===== src/mem_error_config.svh =====
// Memory error logger width settings
// Address and data bus widths shared by the packages and the top level

`ifndef MEM_ERROR_CONFIG_SVH
`define MEM_ERROR_CONFIG_SVH

// Physical address of a memory cycle
`define MEM_ADDR_W 24
// Internal data bus word
`define IDB_W 16
// Address bits above one bus word
`define MEM_ADDR_HI_W (`MEM_ADDR_W - `IDB_W)

`endif


===== src/cpu_bus_pkg.sv =====
// CPU bus types
// Words as they appear on the memory address lines and the internal data bus

`include "mem_error_config.svh"

package cpu_bus_pkg;

  // Full physical address
  // Driven on lbd during every memory cycle
  typedef logic [`MEM_ADDR_W-1:0] phys_addr_t;

  // One internal data bus word
  // Register read back, shared bus, ORed drivers
  typedef logic [`IDB_W-1:0] idb_word_t;

endpackage : cpu_bus_pkg


===== src/mem_error_pkg.sv =====
// Memory error capture word layouts
// Status word (PES) and address word (PEA) as software sees them on the bus

`include "mem_error_config.svh"

package mem_error_pkg;

  // Fixed one bits in the PES high byte
  localparam logic [2:0] PES_ONES = 3'b111;

  // Status word, MSB first
  typedef struct packed {
    logic                      fetch;    // Failing cycle was an instruction fetch
    logic                      cgnt_n;   // Bus grant state, active low
    logic [2:0]                ones;     // Always read as one
    logic                      corr_n;   // Corrected error, active low
    logic                      hierr;    // Error in high byte
    logic                      loerr;    // Error in low byte
    logic [`MEM_ADDR_HI_W-1:0] addr_hi;  // Address bits 23..16
  } pes_t;

  // Address word
  // Low part of the failing address only
  typedef struct packed {
    logic [`IDB_W-1:0] addr_lo;  // Address bits 15..0
  } pea_t;

endpackage : mem_error_pkg


===== src/error_capture_reg.sv =====
// Error capture register
// Holds one captured word and drives it onto the data bus when enabled
// Stands in for a pair of octal latches with tri-state outputs

`timescale 1ns/1ps

module error_capture_reg
  import cpu_bus_pkg::*;
  import mem_error_pkg::*;
#(
  parameter type payload_t = pea_t  // Word layout held here
) (
  input  logic      clk,
  input  logic      arst_n,
  input  logic      capture,  // Load strobe from the controller
  input  payload_t  d,        // Word to capture
  input  logic      oe,       // Read enable
  output idb_word_t bus       // Own bus word, zero when idle
);

  payload_t q;  // Captured word

  // Load on capture only
  // Contents survive the lock clear and any number of reads
  always_ff @(posedge clk or negedge arst_n) begin
    if (!arst_n) begin
      q <= '0;  // Reads as zero after reset
    end else if (capture) begin
      q <= d;
    end
  end

  // Output gating
  // Zero instead of high impedance so the top level can OR the drivers
  always_comb begin
    if (oe) begin
      bus = idb_word_t'(q);  // Same width, plain bit copy
    end else begin
      bus = '0;
    end
  end

endmodule : error_capture_reg


===== src/error_latch_ctrl.sv =====
// Memory error latch controller
// Qualifies error events, makes the capture strobes, holds the error lock
// and decodes the read strobes into register output enables

`timescale 1ns/1ps

module error_latch_ctrl (
  input  logic clk,
  input  logic arst_n,
  input  logic rdata,        // Read data strobe of the memory cycle
  input  logic rerr_n,       // Remote memory error
  input  logic lerr_n,       // Local error
  input  logic bcgnt,        // CPU owns the bus
  input  logic blockl_ext,   // Lock held by another board
  input  logic test,         // Forced capture
  input  logic mr_n,         // Master clear, sampled on clk
  input  logic ps_n,         // Read status word
  input  logic pa_n,         // Read address word
  output logic capture_pes,  // Load status register
  output logic capture_pea,  // Load address register
  output logic read_pes,     // Status register output enable
  output logic read_pea,     // Address register output enable
  output logic blockl_n      // Lock, active low
);

  logic err_flag;     // Any error source, test included
  logic err_event;    // Error during a CPU read cycle
  logic capture;      // Shared load strobe
  logic lock_clear;   // Status read or master clear
  logic lock_q;       // Error lock flip-flop
  logic lock_d;

  // Error sources
  // test lets software exercise the path without a real fault
  assign err_flag  = !rerr_n || !lerr_n || test;

  // Only reads that the CPU owns count
  // DMA cycles and write cycles never log
  assign err_event = rdata && bcgnt && err_flag;

  // Capture needs both locks open
  // Uses the registered lock, so a clear in this cycle
  // does not open the gate until the next one
  assign capture   = err_event && !lock_q && !blockl_ext;

  // Both words load on the same edge
  assign capture_pes = capture;
  assign capture_pea = capture;

  // Lock release
  assign lock_clear = !ps_n || !mr_n;  // Reading status acknowledges the error

  // Next lock state
  always_comb begin
    lock_d = lock_q;
    if (lock_clear) begin
      lock_d = 1'b0;  // Clear wins over a new capture
    end else if (capture) begin
      lock_d = 1'b1;
    end
  end

  // Lock register
  always_ff @(posedge clk or negedge arst_n) begin
    if (!arst_n) begin
      lock_q <= 1'b0;  // Open after reset
    end else begin
      lock_q <= lock_d;
    end
  end

  assign blockl_n = !lock_q;  // Low while a logged error is pending

  // Read decode
  // No latency, the strobes drive the enables straight through
  assign read_pes = !ps_n;
  assign read_pea = !pa_n;  // Both may be on at once

endmodule : error_latch_ctrl


===== src/mem_error_log.sv =====
// Memory error logging block
// Captures status and address of a failed CPU memory read, locks out
// later captures until software reads the status word, and returns both
// words on the internal data bus

`timescale 1ns/1ps

`include "mem_error_config.svh"

module mem_error_log
  import cpu_bus_pkg::*;
  import mem_error_pkg::*;
(
  input  logic       clk,
  input  logic       arst_n,
  input  logic       rdata,       // Read data strobe
  input  logic       rerr_n,      // Remote memory error
  input  logic       lerr_n,      // Local error
  input  logic       bcgnt,       // CPU holds the bus
  input  logic       blockl_ext,  // Lock from another board
  input  logic       test,        // Forced capture
  input  logic       mr_n,        // Master clear
  input  logic       ps_n,        // Read status strobe
  input  logic       pa_n,        // Read address strobe
  input  phys_addr_t lbd,         // Address of the cycle
  input  logic       fetch,
  input  logic       cgnt_n,
  input  logic       corr_n,
  input  logic       hierr,
  input  logic       loerr,
  output logic       blockl_n,    // Lock, active low
  output idb_word_t  idb          // Data bus word
);

  pes_t      pes_d;        // Status word as it would be captured now
  pea_t      pea_d;        // Address word as it would be captured now
  logic      capture_pes;
  logic      capture_pea;
  logic      read_pes;
  logic      read_pea;
  idb_word_t pes_bus;      // Status register bus driver
  idb_word_t pea_bus;      // Address register bus driver

  // Status word packing
  always_comb begin
    pes_d         = '0;
    pes_d.fetch   = fetch;
    pes_d.cgnt_n  = cgnt_n;
    pes_d.ones    = PES_ONES;  // Tied high on the board
    pes_d.corr_n  = corr_n;
    pes_d.hierr   = hierr;
    pes_d.loerr   = loerr;
    pes_d.addr_hi = lbd[`MEM_ADDR_W-1 -: `MEM_ADDR_HI_W];  // Top address byte
  end

  // Address word packing
  assign pea_d.addr_lo = lbd[`IDB_W-1:0];

  // Strobe decode and lock
  error_latch_ctrl u_ctrl (
    .clk         (clk),
    .arst_n      (arst_n),
    .rdata       (rdata),
    .rerr_n      (rerr_n),
    .lerr_n      (lerr_n),
    .bcgnt       (bcgnt),
    .blockl_ext  (blockl_ext),
    .test        (test),
    .mr_n        (mr_n),
    .ps_n        (ps_n),
    .pa_n        (pa_n),
    .capture_pes (capture_pes),
    .capture_pea (capture_pea),
    .read_pes    (read_pes),
    .read_pea    (read_pea),
    .blockl_n    (blockl_n)
  );

  // PES register
  error_capture_reg #(.payload_t(pes_t)) u_pes_reg (
    .clk     (clk),
    .arst_n  (arst_n),
    .capture (capture_pes),
    .d       (pes_d),
    .oe      (read_pes),
    .bus     (pes_bus)
  );

  // PEA register
  error_capture_reg #(.payload_t(pea_t)) u_pea_reg (
    .clk     (clk),
    .arst_n  (arst_n),
    .capture (capture_pea),
    .d       (pea_d),
    .oe      (read_pea),
    .bus     (pea_bus)
  );

  // Wired bus
  // Both strobes low gives the OR of the two words, like the board
  assign idb = pes_bus | pea_bus;

endmodule : mem_error_log


===== config.mk =====
export PLATFORM = sky130hd
export DESIGN_NAME = mem_error_log
export DESIGN_NICKNAME = d
export VERILOG_FILES = /design/src/cpu_bus_pkg.sv /design/src/mem_error_pkg.sv /design/src/error_capture_reg.sv /design/src/error_latch_ctrl.sv /design/src/mem_error_log.sv
export VERILOG_INCLUDE_DIRS = /design/src
export SDC_FILE = /design/constraint.sdc
export NUM_CORES = 1
export LEC_CHECK = 0
export ABC_AREA = 1
export BUFFER_PORTS_ARGS = -buffer_cell sky130_fd_sc_hd__buf_4
export CELL_PAD_IN_SITES_DETAIL_PLACEMENT = 1
export CELL_PAD_IN_SITES_GLOBAL_PLACEMENT = 1
export CORE_ASPECT_RATIO = 1.2
export CORE_MARGIN = 2
export CORE_UTILIZATION = 30
export CTS_CLUSTER_SIZE = 10
export DETAILED_ROUTE_END_ITERATION = 12
export MAX_ROUTING_LAYER = met4
export PLACE_DENSITY = 0.8
export REMOVE_ABC_BUFFERS = 1
export SETUP_SLACK_MARGIN = 0.05
export SLEW_MARGIN = 30
export SYNTH_ARGS = -nofsm -noshare
export SYNTH_HDL_FRONTEND = slang
export SYNTH_SLANG_ARGS = --single-unit

===== constraint.sdc =====
create_clock -name clk -period 0.9 [get_ports clk]
set_input_delay 0.135 -clock clk [delete_from_list [all_inputs] [get_ports clk]]
set_output_delay 0.135 -clock clk [all_outputs]
set_load 0.005 [all_outputs]

==> results.yml <==
timing:
  max_slew.worst_pin.slew_ns: 0.402
  fin_crit_sh_pct: 137
  tns_ns: -12.65
  period_needed_ns: 1.23
  finClkSkew_ns: 0.00484
  max_freq_mhz: 811
  maxSlewHeadroom_pct: 73.2
  grt_setup_unrepaired: "yes"
  finalMaxSlewViolations: 0
  final_hold_viol_count: 0
  hold_slack_ns: 0.0804
  worst_slack_ns: -0.333
  setup_viol: 48
synthesis:
  synth_top_family_by_area: "simple AND/OR/NAND/NOR gates"
  ys_top_cells_by_area: "dfrtp_1 53%, nand2_1 16%, nand3_1 11%, inv_1 8.4%, o22ai_1 5.5%"
  synth-xor-area-share_pct: 0
  syn_avg_cell_area_um2: 7.85
  syn_area_um2: 1470
  synth_cells: 187
  synthFlopType: "dfrtp_1"
  synth_commonest_cells: "61 x nand2_1, 33 x inv_1, 31 x dfrtp_1, 31 x nand3_1, 13 x o22ai_1"
  yosys.area.top_type: "dfrtp_1"
  ys_ff_latch: 31
  synth_warnings: 0
  synth-compound-area-share_pct: 6.91
  yosysMostFrequentCell: "nand2_1"
  synth.distinct_cells: 14
  synthAdderAreaFrac_pct: 0
  yosysSeqAreaShare_pct: 52.9
  synthDominantCellAreaShare_pct: 52.9
  async_flop_share_pct: 100
  synthMuxAreaShare_pct: 0
  synth-simple-area-share_pct: 27.5
  synth-edff-count: 0
worst_setup_path:
  ff2ff_setup_slack_ns: -0.31
  crit_start: "u_pes_reg.q[11]"
  end_kind: "output port"
  cp_num_cells: 4
  worst-path-buf-inv: 2
  worstSetupPathType: "flip-flop to output port"
  critPathSlowestCell: "dfrtp_1"
  cp.required_ns: 0.76
  crit_path_max_fanout: 3
  crit_path_start_kind: "flip-flop"
  cp_cell_sequence: "inv_2 > or2_4 > o21ai_2 > buf_4"
  critical_path_arrival_ns: 1.10
  critical_path.max_stage_delay_ns: 0.35
  r2r_cells: 5
  cp-endpoint: "idb[13]"
  path_delay_family: "flip-flops"
  r2r-end: "u_pes_reg.q[8]"
  r2r-start: "u_ctrl.lock_q"
route:
  routed_wl_um: 4540
  final_antenna_net_count: 0
  dr.pass1.iters: 4
  drc: 0
  routed_via_density: 4.73
  vias: 1522
  drtIter0Drc: 47
  wl_per_cell_um: 14.1
pwr:
  leakage_nw: 1.31
  cellPowerDensity_nw_per_um2: 1780
  p_total_mw: 4.40
  pwr-share-comb_pct: 26.4
  switching_share_pct: 27.5
  p_switching_mw: 1.21
  p_seq_share_pct: 41.6
  ir_drop_v: 0.000906
  p_int_mw: 3.19
  clock_power_share_pct: 32.0
layout:
  seqCellArea_um2: 776
  multiInputGateArea_um2: 677
  diodes: 0
  fillerInstances: 566
  drive_gt1_share_pct: 50.0
  areaGrowthSynthToFinish_pct: 68.3
  layout.nets: 303
  fin_cells: 322
hold_path:
  hp-class: "primary input to flip-flop"
  hold_start: "lbd[7]"
  hold-path-cell-count: 3
clock_network:
  cts_sinks: 31
  cts.path.max_buffers: 2
  root_buffer: "clkbuf_8"
  cts_tree: "done"
  insertion_delay_ns: 0.28
  htreeDepth: 2
  numCtsBuffers: 5
  clk_pin_slew_worst_paths_ns: 0.07
floorplanning:
  io_pins: 57
  die-area_um2: 5470
  die_h_um: 80.6
  fp-row-count: 27
  die_x_um: 67.9
  core_um2: 4660
  start_util_pct: 31.5
global_routing:
  grt_pass1_wl_um: 6980
  grt_use_total_pct: 17.8
  grt_antenna_before_repair: 0
  grt-ovfl-total: 0
  grt_pass1_vias: 1538
  grt_max_degree: 32
job:
  maxCapViolCount: 0
place:
  numPortBuffers: 56
  dp_cells: 297
  dpl.hpwl_um: 2760
  place_congestion: 0.767
status:
  outcome: "finished, violations left"
  violations: "negative setup slack"
==> worst min path at each step <==
stage / endpoint
6_report: u_pea_reg.q[7]
5_1_grt: u_pes_reg.q[5]
3_3_place_gp: u_pea_reg.q[13]
4_1_cts: u_pes_reg.q[5]
2_1_floorplan: u_ctrl.lock_q
3_5_place_dp: u_pea_reg.q[13]
==> kinds of logic after synthesis <==
group           after synthesis
buf+inv                      44
flops                        31
compound gates               17
simple gates                 95
==> tightest hold or removal path: cells and delay by family <==
family        cells  cell delay (ns)
buf+inv           1             0.08
simple gates      2             0.11
==> layer usage <==
metal  track usage [%]  up-vias  share of wire (%)
met2              30.6       36                 52
met3              4.06        5                4.4
met4              5.40        0                1.1
met5                 -        -                  0
li1                  -      740                  -
met1              20.3      741                 42
==> through the flow <==
stage	utilization [%]	cell area [um^2]	setup WS (ns)
floorplan	-	1410	-0.939
finish	53.0	2470	-0.333
global placement	42.5	1980	-0.172
detailed placement	42.5	1980	-0.207
CTS	48.4	2260	-0.338
global route	53.0	2470	-0.409
==> layout make-up <==
cell class | instances | area share (%)
flip-flops and latches | 31 | 31.4
repair buffers | 80 | 28.4
multi-input cells | 112 | 27.4
inverters | 33 | 5.12
clock buffers | 6 | 3.34
well taps | 58 | 2.94
clock inverters | 2 | 1.42
==> placed cells by master (no fill, tap or decap), types with 2 or more instances in the layout <==
master	n
buf_4	70
nand2_1	26
clkbuf_8	6
o22ai_1	13
nand3_1	30
buf_6	4
dfrtp_1	31
nand2_4	9
o21ai_2	3
nand2_2	26
buf_12	2
inv_1	31
buf_16	2
==> power groups by stage <==
stage | clock (mW) | combinational [mW] | sequential, mW
2_1_floorplan | 0 | 0.416 | 1.76
3_3_place_gp | 0 | 0.873 | 1.78
3_5_place_dp | 0 | 0.897 | 1.79
4_1_cts | 1.46 | 0.991 | 1.76
5_1_grt | 1.53 | 1.30 | 1.86
6_report | 1.41 | 1.16 | 1.83
==> repair_timing <==
item                                   CTS  global route
endpoints found under the hold margin   31             0
resized for setup                       16            49
buffers inserted                         7             5
hold buffers                             1             0
pin swaps                                0            17
gates cloned                             2             2
setup endpoints to repair               48            48
==> registers in the layout, indices dropped and copies added (netlist names) <==
register	cells
u_pes_reg.q	14
u_pea_reg.q	16
u_ctrl.lock_q	1
No activity file was read; power rests on OpenSTA's default activity.
